==> src/source/ctr_defs.svh <==
// --------------------------------------------------------------------------
// Counter block definitions
// Range and decrement limits of the wrapping down-counter, the widths that
// follow from them and the AXI4-Lite register map
// --------------------------------------------------------------------------

`ifndef CTR_DEFS_SVH
`define CTR_DEFS_SVH

// Counter range runs from 0 up to this value inclusive
`define CTR_MAX_VALUE 99
// Largest decrement a single command may carry
`define CTR_MAX_DECR 7

// Widths that follow from the limits above
`define CTR_VALUE_W 7
`define CTR_DECR_W 3
`define CTR_WRAP_W 16

// Bus widths
`define CTR_ADDR_W 4
`define CTR_DATA_W 32

// Register offsets
`define CTR_REG_INIT 4'h0
`define CTR_REG_CMD 4'h4
`define CTR_REG_VALUE 4'h8
`define CTR_REG_WRAPS 4'hC

// Bit of a CMD write that requests a reinit
`define CTR_CMD_REINIT_BIT 8

`endif

==> src/source/ctr_pkg.sv <==
// --------------------------------------------------------------------------
// Counter block types
// Vector types for counter values, decrements, wrap counts and bus fields,
// the AXI response codes and the state encodings of both bus channels
// --------------------------------------------------------------------------

`include "ctr_defs.svh"

package ctr_pkg;

  // Counter value in the range 0 to the maximum value
  typedef logic [`CTR_VALUE_W-1:0] value_t;

  // Decrement amount carried by one command
  typedef logic [`CTR_DECR_W-1:0] decr_t;

  // Wrap event count, rolls over at its own width
  typedef logic [`CTR_WRAP_W-1:0] wrap_t;

  // Bus address and data word
  typedef logic [`CTR_ADDR_W-1:0] addr_t;
  typedef logic [`CTR_DATA_W-1:0] data_t;

  // AXI response field
  typedef logic [1:0] resp_t;

  localparam resp_t RESP_OKAY   = 2'b00;
  localparam resp_t RESP_SLVERR = 2'b10;

  // Write channel states
  typedef enum logic {
    WR_IDLE,
    WR_RESP
  } wr_state_e;

  // Read channel states
  typedef enum logic {
    RD_IDLE,
    RD_DATA
  } rd_state_e;

endpackage

==> src/source/ctr_cmd_if.sv <==
// --------------------------------------------------------------------------
// Counter command interface
// Carries the decoded commands from the write side into the counter and
// the counter state out to the read side
// --------------------------------------------------------------------------

interface ctr_cmd_if;

  // Command side, driven by the write channel decoder
  ctr_pkg::value_t initial_value;
  logic            decr_valid;
  ctr_pkg::decr_t  decr;
  logic            reinit;

  // Counter state, driven by the counter
  ctr_pkg::value_t value;
  ctr_pkg::value_t value_next;

  // Write channel decoder
  modport cmd (
    output initial_value, decr_valid, decr, reinit
  );

  // Counter
  modport ctr (
    input  initial_value, decr_valid, decr, reinit,
    output value, value_next
  );

  // Status reader watches everything
  modport mon (
    input initial_value, decr_valid, decr, reinit, value, value_next
  );

endinterface

==> src/source/axil_cmd_slave.sv <==
// --------------------------------------------------------------------------
// Counter command slave
// AXI4-Lite write channel of the counter block. Holds the initial-value
// register and turns CMD writes into one-cycle decrement and reinit pulses
// --------------------------------------------------------------------------

`include "ctr_defs.svh"

module axil_cmd_slave (
  input  logic           clk,
  input  logic           reset,
  // Write address channel
  input  ctr_pkg::addr_t awaddr,
  input  logic           awvalid,
  output logic           awready,
  // Write data channel
  input  ctr_pkg::data_t wdata,
  input  logic [3:0]     wstrb,
  input  logic           wvalid,
  output logic           wready,
  // Write response channel
  output ctr_pkg::resp_t bresp,
  output logic           bvalid,
  input  logic           bready,
  // Commands towards the counter
  ctr_cmd_if.cmd         cmd
);

  ctr_pkg::wr_state_e wr_state;
  logic               wr_accept;
  logic               is_init;
  logic               is_cmd;
  ctr_pkg::value_t    init_clip;

  // --------------------------------------------------------------------------
  // Handshake
  // --------------------------------------------------------------------------

  // Address and data are only taken together, and only while idle
  assign awready   = (wr_state == ctr_pkg::WR_IDLE);
  assign wready    = (wr_state == ctr_pkg::WR_IDLE);
  assign bvalid    = (wr_state == ctr_pkg::WR_RESP);
  assign wr_accept = awready && awvalid && wvalid;

  // Byte strobes in wstrb are not looked at, every write is a full word

  // Offset decode
  assign is_init = (awaddr == `CTR_REG_INIT);
  assign is_cmd  = (awaddr == `CTR_REG_CMD);

  // Initial values above the range are clipped to the top of the range
  assign init_clip = (wdata[`CTR_VALUE_W-1:0] > `CTR_MAX_VALUE) ?
                     ctr_pkg::value_t'(`CTR_MAX_VALUE) : wdata[`CTR_VALUE_W-1:0];

  // One transaction at a time; the response holds until the master takes it
  always_ff @(posedge clk) begin
    if (reset) begin
      wr_state <= ctr_pkg::WR_IDLE;
    end else begin
      case (wr_state)
        ctr_pkg::WR_IDLE: if (wr_accept) wr_state <= ctr_pkg::WR_RESP;
        ctr_pkg::WR_RESP: if (bready) wr_state <= ctr_pkg::WR_IDLE;
        default:          wr_state <= ctr_pkg::WR_IDLE;
      endcase
    end
  end

  // Response code is captured with the write
  always_ff @(posedge clk) begin
    if (wr_accept) begin
      bresp <= (is_init || is_cmd) ? ctr_pkg::RESP_OKAY : ctr_pkg::RESP_SLVERR;
    end
  end

  // --------------------------------------------------------------------------
  // Registers and command pulses
  // --------------------------------------------------------------------------

  // The counter also reloads from this register out of reset
  always_ff @(posedge clk) begin
    if (reset) begin
      cmd.initial_value <= ctr_pkg::value_t'(`CTR_MAX_VALUE);
    end else if (wr_accept && is_init) begin
      cmd.initial_value <= init_clip;
    end
  end

  // Pulses line up with the rise of bvalid
  always_ff @(posedge clk) begin
    if (reset) begin
      cmd.decr_valid <= 1'b0;
      cmd.reinit     <= 1'b0;
    end else begin
      cmd.decr_valid <= wr_accept && is_cmd;
      cmd.reinit     <= wr_accept && is_cmd && wdata[`CTR_CMD_REINIT_BIT];
    end
  end

  // Decrement amount is only looked at while decr_valid is high
  always_ff @(posedge clk) begin
    if (wr_accept && is_cmd) begin
      cmd.decr <= wdata[`CTR_DECR_W-1:0];
    end
  end

  // Each CMD write gives exactly one decrement
  decr_single_cycle_a : assert property (@(posedge clk) disable iff (reset)
    cmd.decr_valid |=> !cmd.decr_valid);

  // Response stays offered until the master accepts it
  bvalid_hold_a : assert property (@(posedge clk) disable iff (reset)
    bvalid && !bready |=> bvalid);

endmodule

==> src/source/axil_status_reader.sv <==
// --------------------------------------------------------------------------
// Counter status reader
// Counts wrap events of the counter and serves the AXI4-Lite read channel
// for the initial value, the current value and the wrap count
// --------------------------------------------------------------------------

`include "ctr_defs.svh"

module axil_status_reader (
  input  logic           clk,
  input  logic           reset,
  // Read address channel
  input  ctr_pkg::addr_t araddr,
  input  logic           arvalid,
  output logic           arready,
  // Read data channel
  output ctr_pkg::data_t rdata,
  output ctr_pkg::resp_t rresp,
  output logic           rvalid,
  input  logic           rready,
  // Counter commands and state
  ctr_cmd_if.mon         mon
);

  ctr_pkg::rd_state_e rd_state;
  logic               rd_accept;
  ctr_pkg::value_t    base_value;
  logic               wrap_event;
  ctr_pkg::wrap_t     wrap_count;
  ctr_pkg::data_t     rd_data_mux;
  ctr_pkg::resp_t     rd_resp_mux;

  // --------------------------------------------------------------------------
  // Wrap counter
  // --------------------------------------------------------------------------

  // Same base the counter uses for this command
  assign base_value = mon.reinit ? mon.initial_value : mon.value;

  // A decrement past the base takes the counter below zero
  assign wrap_event = mon.decr_valid && (mon.decr > base_value);

  // Rolls over at its own width
  always_ff @(posedge clk) begin
    if (reset) begin
      wrap_count <= '0;
    end else if (wrap_event) begin
      wrap_count <= wrap_count + 1'b1;
    end
  end

  // --------------------------------------------------------------------------
  // Read channel
  // --------------------------------------------------------------------------

  assign arready   = (rd_state == ctr_pkg::RD_IDLE);
  assign rvalid    = (rd_state == ctr_pkg::RD_DATA);
  assign rd_accept = arready && arvalid;

  // Register map, unmapped offsets read as zero with an error
  always_comb begin
    rd_data_mux = '0;
    rd_resp_mux = ctr_pkg::RESP_OKAY;
    case (araddr)
      `CTR_REG_INIT:  rd_data_mux = ctr_pkg::data_t'(mon.initial_value);
      `CTR_REG_VALUE: rd_data_mux = ctr_pkg::data_t'(mon.value);
      `CTR_REG_WRAPS: rd_data_mux = ctr_pkg::data_t'(wrap_count);
      default:        rd_resp_mux = ctr_pkg::RESP_SLVERR;
    endcase
  end

  // One read in flight; data waits for rready
  always_ff @(posedge clk) begin
    if (reset) begin
      rd_state <= ctr_pkg::RD_IDLE;
    end else begin
      case (rd_state)
        ctr_pkg::RD_IDLE: if (rd_accept) rd_state <= ctr_pkg::RD_DATA;
        ctr_pkg::RD_DATA: if (rready) rd_state <= ctr_pkg::RD_IDLE;
        default:          rd_state <= ctr_pkg::RD_IDLE;
      endcase
    end
  end

  // Data is sampled at acceptance, later counter changes do not leak in
  always_ff @(posedge clk) begin
    if (rd_accept) begin
      rdata <= rd_data_mux;
      rresp <= rd_resp_mux;
    end
  end

  // Offered data must not move before the master takes it
  rdata_stable_a : assert property (@(posedge clk) disable iff (reset)
    rvalid && !rready |=> rvalid && $stable(rdata));

endmodule

==> src/source/counter_decr.sv <==
// --------------------------------------------------------------------------
// Wrapping down-counter
// Subtracts a bounded decrement from the current or the initial value and
// wraps below zero back into the range 0 to the maximum value
// --------------------------------------------------------------------------

`include "ctr_defs.svh"

module counter_decr (
  input  logic   clk,
  input  logic   reset,
  ctr_cmd_if.ctr ctr
);

  // Codes between the top of the range and the top of the vector
  localparam int MARGIN = (2 ** `CTR_VALUE_W) - 1 - `CTR_MAX_VALUE;

  ctr_pkg::value_t base_value;
  ctr_pkg::value_t decr_ext;
  ctr_pkg::value_t value_temp;
  ctr_pkg::value_t value_wrapped;

  // --------------------------------------------------------------------------
  // Next value
  // --------------------------------------------------------------------------

  // With reinit the decrement applies to the initial value
  assign base_value = ctr.reinit ? ctr.initial_value : ctr.value;
  assign decr_ext   = ctr.decr_valid ? ctr_pkg::value_t'(ctr.decr) : '0;

  // Going below zero wraps at the vector width first
  assign value_temp = base_value - decr_ext;

  // Pulling the wrapped code down by the margin lands it back in range
  assign value_wrapped = value_temp - ctr_pkg::value_t'(MARGIN);

  // Anything above the range can only come from an underflow
  assign ctr.value_next = (value_temp > `CTR_MAX_VALUE) ? value_wrapped : value_temp;

  // --------------------------------------------------------------------------
  // State
  // --------------------------------------------------------------------------

  // Value follows value_next only on a command
  always_ff @(posedge clk) begin
    if (reset) begin
      ctr.value <= ctr.initial_value;
    end else if (ctr.decr_valid || ctr.reinit) begin
      ctr.value <= ctr.value_next;
    end
  end

  // --------------------------------------------------------------------------
  // Checks
  // --------------------------------------------------------------------------

  // Counter stays inside its range
  value_in_range_a : assert property (@(posedge clk) disable iff (reset)
    ctr.value <= `CTR_MAX_VALUE);

  // value_next is always what value becomes one cycle later
  value_next_propagates_a : assert property (@(posedge clk) disable iff (reset)
    1'b1 |=> ctr.value == $past(ctr.value_next));

endmodule

==> src/source/ctr_axil_top.sv <==
// --------------------------------------------------------------------------
// Counter block top level
// Wrapping down-counter behind an AXI4-Lite slave. The write side decodes
// commands, the counter processes them and the read side reports state
// --------------------------------------------------------------------------

module ctr_axil_top (
  input  logic           clk,
  input  logic           reset,
  // Write address channel
  input  ctr_pkg::addr_t awaddr,
  input  logic           awvalid,
  output logic           awready,
  // Write data channel
  input  ctr_pkg::data_t wdata,
  input  logic [3:0]     wstrb,
  input  logic           wvalid,
  output logic           wready,
  // Write response channel
  output ctr_pkg::resp_t bresp,
  output logic           bvalid,
  input  logic           bready,
  // Read address channel
  input  ctr_pkg::addr_t araddr,
  input  logic           arvalid,
  output logic           arready,
  // Read data channel
  output ctr_pkg::data_t rdata,
  output ctr_pkg::resp_t rresp,
  output logic           rvalid,
  input  logic           rready
);

  // Commands and counter state shared by the three blocks
  ctr_cmd_if u_cmd_if ();

  // Write path and command decoder
  axil_cmd_slave u_cmd_slave (
    .clk     (clk),
    .reset   (reset),
    .awaddr  (awaddr),
    .awvalid (awvalid),
    .awready (awready),
    .wdata   (wdata),
    .wstrb   (wstrb),
    .wvalid  (wvalid),
    .wready  (wready),
    .bresp   (bresp),
    .bvalid  (bvalid),
    .bready  (bready),
    .cmd     (u_cmd_if.cmd)
  );

  // The counter itself
  counter_decr u_counter (
    .clk   (clk),
    .reset (reset),
    .ctr   (u_cmd_if.ctr)
  );

  // Wrap counting and read path
  axil_status_reader u_status_reader (
    .clk     (clk),
    .reset   (reset),
    .araddr  (araddr),
    .arvalid (arvalid),
    .arready (arready),
    .rdata   (rdata),
    .rresp   (rresp),
    .rvalid  (rvalid),
    .rready  (rready),
    .mon     (u_cmd_if.mon)
  );

endmodule

==> config.mk <==
export PLATFORM = sky130hd
export DESIGN_NAME = ctr_axil_top
export DESIGN_NICKNAME = d
export VERILOG_FILES = /design/src/source/ctr_pkg.sv /design/src/source/ctr_cmd_if.sv /design/src/source/axil_cmd_slave.sv /design/src/source/axil_status_reader.sv /design/src/source/counter_decr.sv /design/src/source/ctr_axil_top.sv
export VERILOG_INCLUDE_DIRS = /design/src /design/src/source
export SDC_FILE = /design/constraint.sdc
export NUM_CORES = 1
export LEC_CHECK = 0
export CORE_ASPECT_RATIO = 0.5
export CORE_MARGIN = 3
export CORE_UTILIZATION = 40
export DETAILED_ROUTE_END_ITERATION = 10
export DONT_BUFFER_PORTS = 1
export HOLD_SLACK_MARGIN = 0.02
export SETUP_SLACK_MARGIN = 0.15
export SLEW_MARGIN = 40
export SYNTH_ARGS = -nofsm -noshare
export SYNTH_HDL_FRONTEND = slang
export SYNTH_SLANG_ARGS = --single-unit
==> constraint.sdc <==
create_clock -name clk -period 5.26 [get_ports clk]
set_input_delay 0.789 -clock clk [delete_from_list [all_inputs] [get_ports clk]]
set_output_delay 0.789 -clock clk [all_outputs]
set_load 0.05 [all_outputs]
-- Word level (Yosys, flattened, before mapping)
Cells that the tools add are included.
- register bits: 73
- bits of input ports: 51
- output and inout bits: 41
- logic and storage cells: 50
- add/sub/neg operators: 3
- $lt $le $gt $ge: 3
- equal/unequal tests: 3
- mux-type cells: 15
- bitwise logic cells: 2
- reductions and logical operators: 13
- operators by type and width (cell ; number):
    $pmux W16 S3 ; 1
    $mux W7 ; 5
    $add A16 B1 Y16 const B ; 1
    $gt A7 B7 Y1 const B ; 2
    $eq A4 B4 Y1 const B ; 2
    $logic_not A4 Y1 ; 2
    $gt A3 B7 Y1 ; 1
    $logic_and A1 B1 Y1 ; 7
    $sub A7 B5 Y7 const B ; 1
    $sub A7 B7 Y7 ; 1
    $eq A4 B3 Y1 const B ; 1
    $mux W1 ; 4
    $mux W2 ; 2
    $pmux W1 S2 ; 2
    $mux W3 ; 1
    $reduce_or A3 Y1 ; 1
    $logic_or A1 B1 Y1 ; 2
    $not A1 Y1 ; 2
    $reduce_bool A2 Y1 ; 1

-- Depth between registers and ports, before layout
Gate-level depths: netlist of the first run.
- word-level depth: 6
- mapped depth: 13
- depth with buffers taken out: 12

-- By module
A second synthesis of the first run with hierarchy kept.
- cells, all modules: 331
- area, all modules: 3326.9 µm²
- by module, submodules not included (module ; instances ; cells each ; area an instance (µm²) ; sequential area each (µm²)):
    axil_status_reader ; 1 ; 190 ; 1898.1 ; 850.8
    counter_decr ; 1 ; 86 ; 834.6 ; 210.2
    axil_cmd_slave ; 1 ; 55 ; 594.3 ; 320.3

-- Worst setup path after synthesis of the first run
No wires, ideal clock.
- kind: register -> register
- from: reg u_cmd_slave.cmd.reinit
- to: reg u_counter.ctr.value[3], data pin
- setup time: 0.259 ns
- arrival time: 2.519 ns
- data required time: 5.001 ns
- setup slack: 2.482 ns
- stages on the path, launching flop included: 13
- path buffers: 1
- period minus slack after synthesis: 2.778 ns
- cell sequence: dfxtp_1 > buf_6 > mux2i_1 > inv_1 > ha_1 > a21oi_1 > nand2_1 > xor2_1 > ha_1 > and2_1 > mux2i_1 > nor2_1 > o31a_1
- longest elaborated chain between the ends: 6
- elaborated cells between the ends (all ways): 7
- those cells by class: add/sub (2); order compare (1); mux (4)
- RTL lines (item ; line ; text):
    from (decl) ; ctr_cmd_if.sv:21 ; output initial_value, decr_valid, decr, reinit
    from (signal assigned) ; axil_cmd_slave.sv:95 ; cmd.reinit <= wr_accept && is_cmd && wdata[`CTR_CMD_REINIT_BIT];
    $mux W7 (*) ; counter_decr.sv:28 ; assign base_value = ctr.reinit ? ctr.initial_value : ctr.value;
    $sub A7 B7 Y7 (*) ; counter_decr.sv:32 ; assign value_temp = base_value - decr_ext;
    $sub A7 B5 Y7 or $gt A7 B7 Y1 (tied branches) ; n/a ;
    $mux W7 (*) ; counter_decr.sv:38 ; assign ctr.value_next = (value_temp > `CTR_MAX_VALUE) ? value_wrapped : value_temp;
    $mux W7 (*) ; counter_decr.sv:48 ; end else if (ctr.decr_valid || ctr.reinit) begin
    $mux W7 (*) ; counter_decr.sv:46 ; if (reset) begin
    to (signal assigned) ; counter_decr.sv:47 ; ctr.value <= ctr.initial_value;
    to (signal assigned) ; counter_decr.sv:49 ; ctr.value <= ctr.value_next;
    to (decl) ; ctr_cmd_if.sv:27 ; output value, value_next
Every way passes the cells marked *; elsewhere a longest branch is shown, timed or not. The select of a mux whose other input is x is not followed.
A chain may end at the register's enable or synchronous reset.

-- Final worst setup path of the first run
- from: reg u_cmd_slave.cmd.reinit
- to: reg u_counter.ctr.value[5], data pin
Same word-level chain as after synthesis.

==> results.md, run 1 <==
- Tcrit/Tclk final: 67.9%
- Synth Flop Type: edfxtp_1
- Pre-Repair DR Iteration Count: 4
- Vias: 2,040
- Setup crit start kind: register
- # Max-Cap Violations: 0
- Yosys top cell by area: edfxtp_1
- DRC violation total after the first TritonRoute iteration: 137
- Fill cell count: 632
- Placed Cells: 385
- Post CTS Setup Buffer Count: 0
- Non-filler cells, final: 393
- Vias in the first global route: 1,995
- PwrDens: 303 nW/um^2
- Area Growth Syn to Fin: 5.04%
- Diode count: 0
- Crit. End Element: register
- Slew margin rel.: 43.6%
- Leakage: 1.16 nW
- Critical path type: reg2reg
- Top post-synthesis cells by area: edfxtp_1 (28%), dfxtp_1 (18%), buf_4 (4.8%), mux2i_1 (4.7%), nor2_1 (4.3%)
- Synthesis-stage register bit count: 55
- Gpl congestion: 0.850
- Die Ht: 67.3 um
- EDFF count, synth: 28
- CTS H-tree depth: 2
- Congestion Overflow GR: 0
- Unrepaired setup endpoints after global routing: false
- CTS tree: built
- CTS Sinks: 55
- Crit Path Max Fanout: 12
- Slack of the worst reg-to-reg path: 1.69 ns
- Mapped cell area: 3000 sq um
- Post-synth ARST share: 0%
- CTS clock-pin slew for the worst setup and hold paths: 0.07 ns
- Hold buffer count at CTS: 0
- Cells after Synth: 303
- Vias/cell: 5.19
- Clk_skew: 0.00466 ns
- Final Hold Vio Count: 0
- Largest net degree at the start of global routing: 32
- Most frequent cell after synthesis: nor2_1
- CTS buffer count: 5
- CP Data Arrival Time: 3.62 ns
- Final wirelength: 5880 um
- Root buffer cell: clkbuf_16
- PostCTS Resize Cnt: 0
- DRC Markers: 0
- Setup TNS: 0 ns
- Warnings from Yosys: 0
- Nets: 361
- Synthesized area per cell: 9.91 sq um
- Top cells by count, synth: nor2_1 (34), nand2_1 (30), edfxtp_1 (28), dfxtp_1 (27), buf_4 (19)
- Worst slew pin tran: 0.845 ns
- Status: complete, no violations
- Core footprint: 6960 sq um
- Clock Latency Late Sink: 0.29 ns
- Post-synth top area share: 28.0%
- Worst EP required: 5.31 ns
- First-pass GRT wire length: 9520 um
- DP HPWL: 4290 um
- DRT antenna net count: 0
- Final setup vio count: 0
- Util after Layout: 45.3%
- Fmax: 0.280 GHz
- Min Hold Slack: 0.521 ns
- Wire length per cell: 15.0 um
- Die Area: 8640 sq um
- Fin crit period: 3.57 ns
- FP Rows: 21
- Sequential-to-total area share from yosys stat: 46.0%
- Pins Over Slew Limit: 0
- Chip Width: 129 um
- # port buffers: 0
- Initial antenna violation count: 0
- I/O pin count: 92
- Tightest Hold Check Type: reg2reg
- Fraction of layout instances using a drive strength above 1: 6.64%
- Peak supply drop: 130 uV
- Max clock buf depth: 2
- Synth cell types: 45
- GR Util All Layers: 14.1%
- Initial Utilization: 43.1%
[final timing paths]
check                            startpoint                              to  depth (start not counted)
min          u_status_reader.wrap_count[15]  u_status_reader.wrap_count[15]                          2
min reg2reg  u_status_reader.wrap_count[15]  u_status_reader.wrap_count[15]                          2
max reg2reg          u_cmd_slave.cmd.reinit          u_counter.ctr.value[5]                         10
max                  u_cmd_slave.cmd.reinit          u_counter.ctr.value[5]                         10
[sequential cells by signal (all words and copies together) (netlist names)]
register and flops:
u_cmd_slave.bresp 1, u_counter.ctr.value 7, u_status_reader.rdata 16, u_status_reader.wrap_count 16, u_cmd_slave.bvalid 1, u_cmd_slave.cmd.decr 3
u_cmd_slave.cmd.reinit 1, u_status_reader.rresp 1, u_status_reader.rvalid 1, u_cmd_slave.cmd.initial_value 7, u_cmd_slave.cmd.decr_valid 1
[kinds of logic (layout without fill, tap and decap cells)]
kind of cell,Yosys count,after routing,share of synthesized area (%)
AOI/OAI and AO/OA,33,33,7.80
xor gates and xnor gates,22,22,6.42
adders and majority gates,10,10,4.42
buffers and inverters,43,24,8.00
DFF,55,55,46.0
muxes,17,17,6.54
other,1,18,0.125
and+or+nand+nor,122,122,20.7
[per-stage QoR]
step                      total power, mW  area [sq um]  setup slack [ns]
after floorplan                     0.623          3070              2.48
after global placement              0.623          3000              1.82
after detailed placement            0.626          3000              1.73
after CTS                           0.963          3150              1.70
after global routing                0.993          3150              1.42
final                               0.955          3150              1.69
[layer usage]
| layer | up-vias | part of all wire, % | global-route usage, % |
|---|---|---|---|
| met5 | - | 0 | 0 |
| met4 | 0 | 1.0 | 4.58 |
| met3 | 5 | 7.2 | 4.90 |
| met2 | 74 | 43 | 22.5 |
| met1 | 963 | 49 | 18.1 |
| li1 | 998 | - | - |
[layout by cell type (no fill, tap or decap), drive strengths merged, types with 3 or more instances in the layout]
cell type,n
a21oi,10
and2,14
and3,3
and4,3
clkbuf,5
conb,18
dfxtp,27
edfxtp,28
ha,9
inv,16
mux2i,16
nand2,30
nand3,12
nand4,5
nor2,34
nor2b,3
nor3,8
o21ai,12
or3,3
xnor2,8
xor2,14
[worst max-delay path, cell delays in order, from the launching register on]
cell	delay, ns
dfxtp_1	0.79
mux2i_1	0.20
ha_1	0.26
fa_1	0.41
xnor2_1	0.44
inv_1	0.12
ha_1	0.22
and2_1	0.17
a21oi_1	0.33
o221ai_1	0.16
a22o_1	0.21
[power breakdown]
part           internal (mW)  leakage, nW  total (mW)  switching, mW
Clock                  0.179       0.0717       0.337          0.158
Combinational         0.0324        0.604       0.115         0.0827
Sequential             0.465        0.486       0.503         0.0375
[cell type report]
| type | count | area (sq um) | area share (%) |
|---|---|---|---|
| Inverter | 15 | 56.3 | 1.79 |
| Tap cell | 92 | 115 | 3.65 |
| Sequential cell | 55 | 1380 | 43.8 |
| Multi-Input combinational cell | 222 | 1440 | 45.8 |
| Clock buffer | 5 | 125 | 3.97 |
| Clock inverter | 3 | 23.8 | 0.754 |
| Timing Repair Buffer | 1 | 7.51 | 0.238 |
No activity file was read; power rests on OpenSTA's default activity.
==> run 2, diff against run 1 <==
==> constraint.sdc (replaced) <==
create_clock -name clk -period 2.9 [get_ports clk]
set_input_delay 0.435 -clock clk [delete_from_list [all_inputs] [get_ports clk]]
set_output_delay 0.435 -clock clk [all_outputs]
set_load 0.05 [all_outputs]
==> results.md, run 2 (synthesized netlist as in run 1, its figures left out) <==
- Status: complete, no violations (unchanged)
- Setup crit start kind: register (unchanged)
- Min setup slack post-route: 0.232 ns (was 1.69 ns)
- Final setup vio count: 0 (unchanged)
- Largest net degree at the start of global routing: 32 (unchanged)
- Peak supply drop: 248 uV (was 130 uV)
- Fraction of layout instances using a drive strength above 1: 15.5% (was 6.64%)
- Worst setup path startpoint: u_cmd_slave.cmd.reinit (unchanged)
- I/O pin count: 92 (unchanged)
- Vias in the first global route: 1,950 (was 1,995)
- Pins Over Slew Limit: 0 (unchanged)
- CP Data Arrival Time: 2.72 ns (was 3.62 ns)
- First-pass GRT wire length: 9660 um (was 9520 um)
- Util after Layout: 48.0% (was 45.3%)
- Placed Cells: 399 (was 385)
- Chip Width: 129 um (unchanged)
- Max clock buf depth: 2 (unchanged)
- Critical path type: reg2reg (unchanged)
- # Max-Cap Violations: 0 (unchanged)
- Regs by FF count: u_status_reader.rdata (16), u_status_reader.wrap_count (16) (unchanged)
- Area Growth Syn to Fin: 11.3% (was 5.04%)
- DRC violation total after the first TritonRoute iteration: 132 (was 137)
- Slew margin rel.: 48.2% (was 43.6%)
- Tightest Hold Check Type: in2reg (was reg2reg)
- Most common cell after layout, fill and taps aside: nor2_1 (unchanged)
- Slack of the worst reg-to-reg path: 0.23 ns (was 1.69 ns)
- DRT antenna net count: 0 (unchanged)
- DRC Markers: 0 (unchanged)
- CTS Sinks: 55 (unchanged)
- DP HPWL: 4370 um (was 4290 um)
- Tcrit/Tclk final: 92.0% (was 67.9%)
- Initial antenna violation count: 0 (unchanged)
- Root buffer cell: clkbuf_16 (unchanged)
- Final wirelength: 5870 um (was 5880 um)
- GR Util All Layers: 14.6% (was 14.1%)
- Setup TNS: 0 ns (unchanged)
- R2r startpoint: u_cmd_slave.cmd.reinit (unchanged)
- Leakage: 1.26 nW (was 1.16 nW)
- Crit. End Element: register (unchanged)
- Core footprint: 6960 sq um (unchanged)
- Final Hold Vio Count: 0 (unchanged)
- Clock Latency Late Sink: 0.30 ns (was 0.29 ns)
- Worst slack, placed: -0.00192 ns (was 1.73 ns)
- Most frequent cells in the layout: nor2_1 (34), nand2_1 (30), edfxtp_1 (28) (unchanged)
- Vias/cell: 5.04 (was 5.19)
- # port buffers: 0 (unchanged)
- Critical hold path startpoint: reset (was u_status_reader.wrap_count[15])
- CTS clock-pin slew for the worst setup and hold paths: 0.07 ns (about the same)
- Non-filler cells, final: 409 (was 393)
- Congestion Overflow GR: 0 (unchanged)
- Wire length per cell: 14.3 um (was 15.0 um)
- Vias: 2,061 (was 2,040)
- Fmax: 0.375 GHz (was 0.280 GHz)
- Hold buffer count at CTS: 0 (unchanged)
- Diode count: 0 (unchanged)
- CTS H-tree depth: 2 (unchanged)
- FP Rows: 21 (unchanged)
- Crit Path Max Fanout: 5 (was 12)
- Die Ht: 67.3 um (unchanged)
- Gpl congestion: 0.818 (was 0.850)
- Nets: 377 (was 361)
- PwrDens: 535 nW/um^2 (was 303 nW/um^2)
- Worst EP required: 2.96 ns (was 5.31 ns)
- Clk_skew: 0.00554 ns (was 0.00466 ns)
- Fin crit period: 2.67 ns (was 3.57 ns)
- Initial Utilization: 43.1% (unchanged)
- Pre-Repair DR Iteration Count: 4 (unchanged)
- CTS buffer count: 5 (unchanged)
- Worst slew pin tran: 0.771 ns (was 0.845 ns)
- CTS tree: built (unchanged)
- Die Area: 8640 sq um (unchanged)
- Unrepaired setup endpoints after global routing: false (unchanged)
run 2: cell types whose count changed in the layout (fill, tap and decap cells not counted), sizes merged:
cell | previous run | this run
buf | 1 | 17
clkinv | 1 | 0
inv | 16 | 17
run 2: layout make-up:
cell class / count / area (sq um)
fill: 626 / 3620
clock buffer: 5 / 125
timing repair buffer: 17 / 128
tap: 92 / 115
inverter: 15 / 56.3
multi-input combinational: 222 / 1510
clock inverter: 3 / 27.5
sequential: 55 / 1390
run 2: worst paths after layout:
| kind | to | depth (start not counted) |
|---|---|---|
| min | u_cmd_slave.cmd.initial_value[4] | 1 |
| max reg2reg | u_counter.ctr.value[3] | 9 |
| min reg2reg | u_status_reader.wrap_count[15] | 2 |
| max | u_counter.ctr.value[3] | 9 |
run 2: timing repair:
| item | 4_1_cts | 5_1_grt |
|---|---|---|
| resized for setup | 3 | 9 |
| pin swaps | 1 | 2 |
| endpoints found under the setup margin | 3 | 4 |
| setup buffers | 1 | 1 |
run 2: stage by stage:
stage	area, sq um	hold WS [ns]	total power, mW
4_1_cts	3290	0.190	1.79
6_report	3340	0.191	1.79
2_1_floorplan	3080	0.457	1.13
3_5_place_dp	3120	0.504	1.15
5_1_grt	3340	0.187	1.86
3_3_place_gp	3120	0.486	1.15
run 2: report_power, final:
| part | switching [mW] | leakage (nW) | internal, mW |
|---|---|---|---|
| clock | 0.301 | 0.0723 | 0.330 |
| combinational | 0.159 | 0.702 | 0.0864 |
| sequential | 0.0674 | 0.486 | 0.843 |
| total | 0.527 | 1.26 | 1.26 |
run 2: routing by layer:
layer | share of wire [%] | GRT usage (%)
met4 | 1.1 | 4.45
met2 | 42 | 22.4
met3 | 8.2 | 4.74
met1 | 49 | 19.6
met5 | 0 | 0
run 2: critical path: stages (launching register included):
cell and delay [ns]:
dfxtp_4 0.38, mux2i_1 0.14, ha_1 0.23, fa_1 0.44, nor2b_1 0.32, nor4b_4 0.09, xnor2_1 0.13, a22o_2 0.32
mux2i_1 0.13, o31a_1 0.24
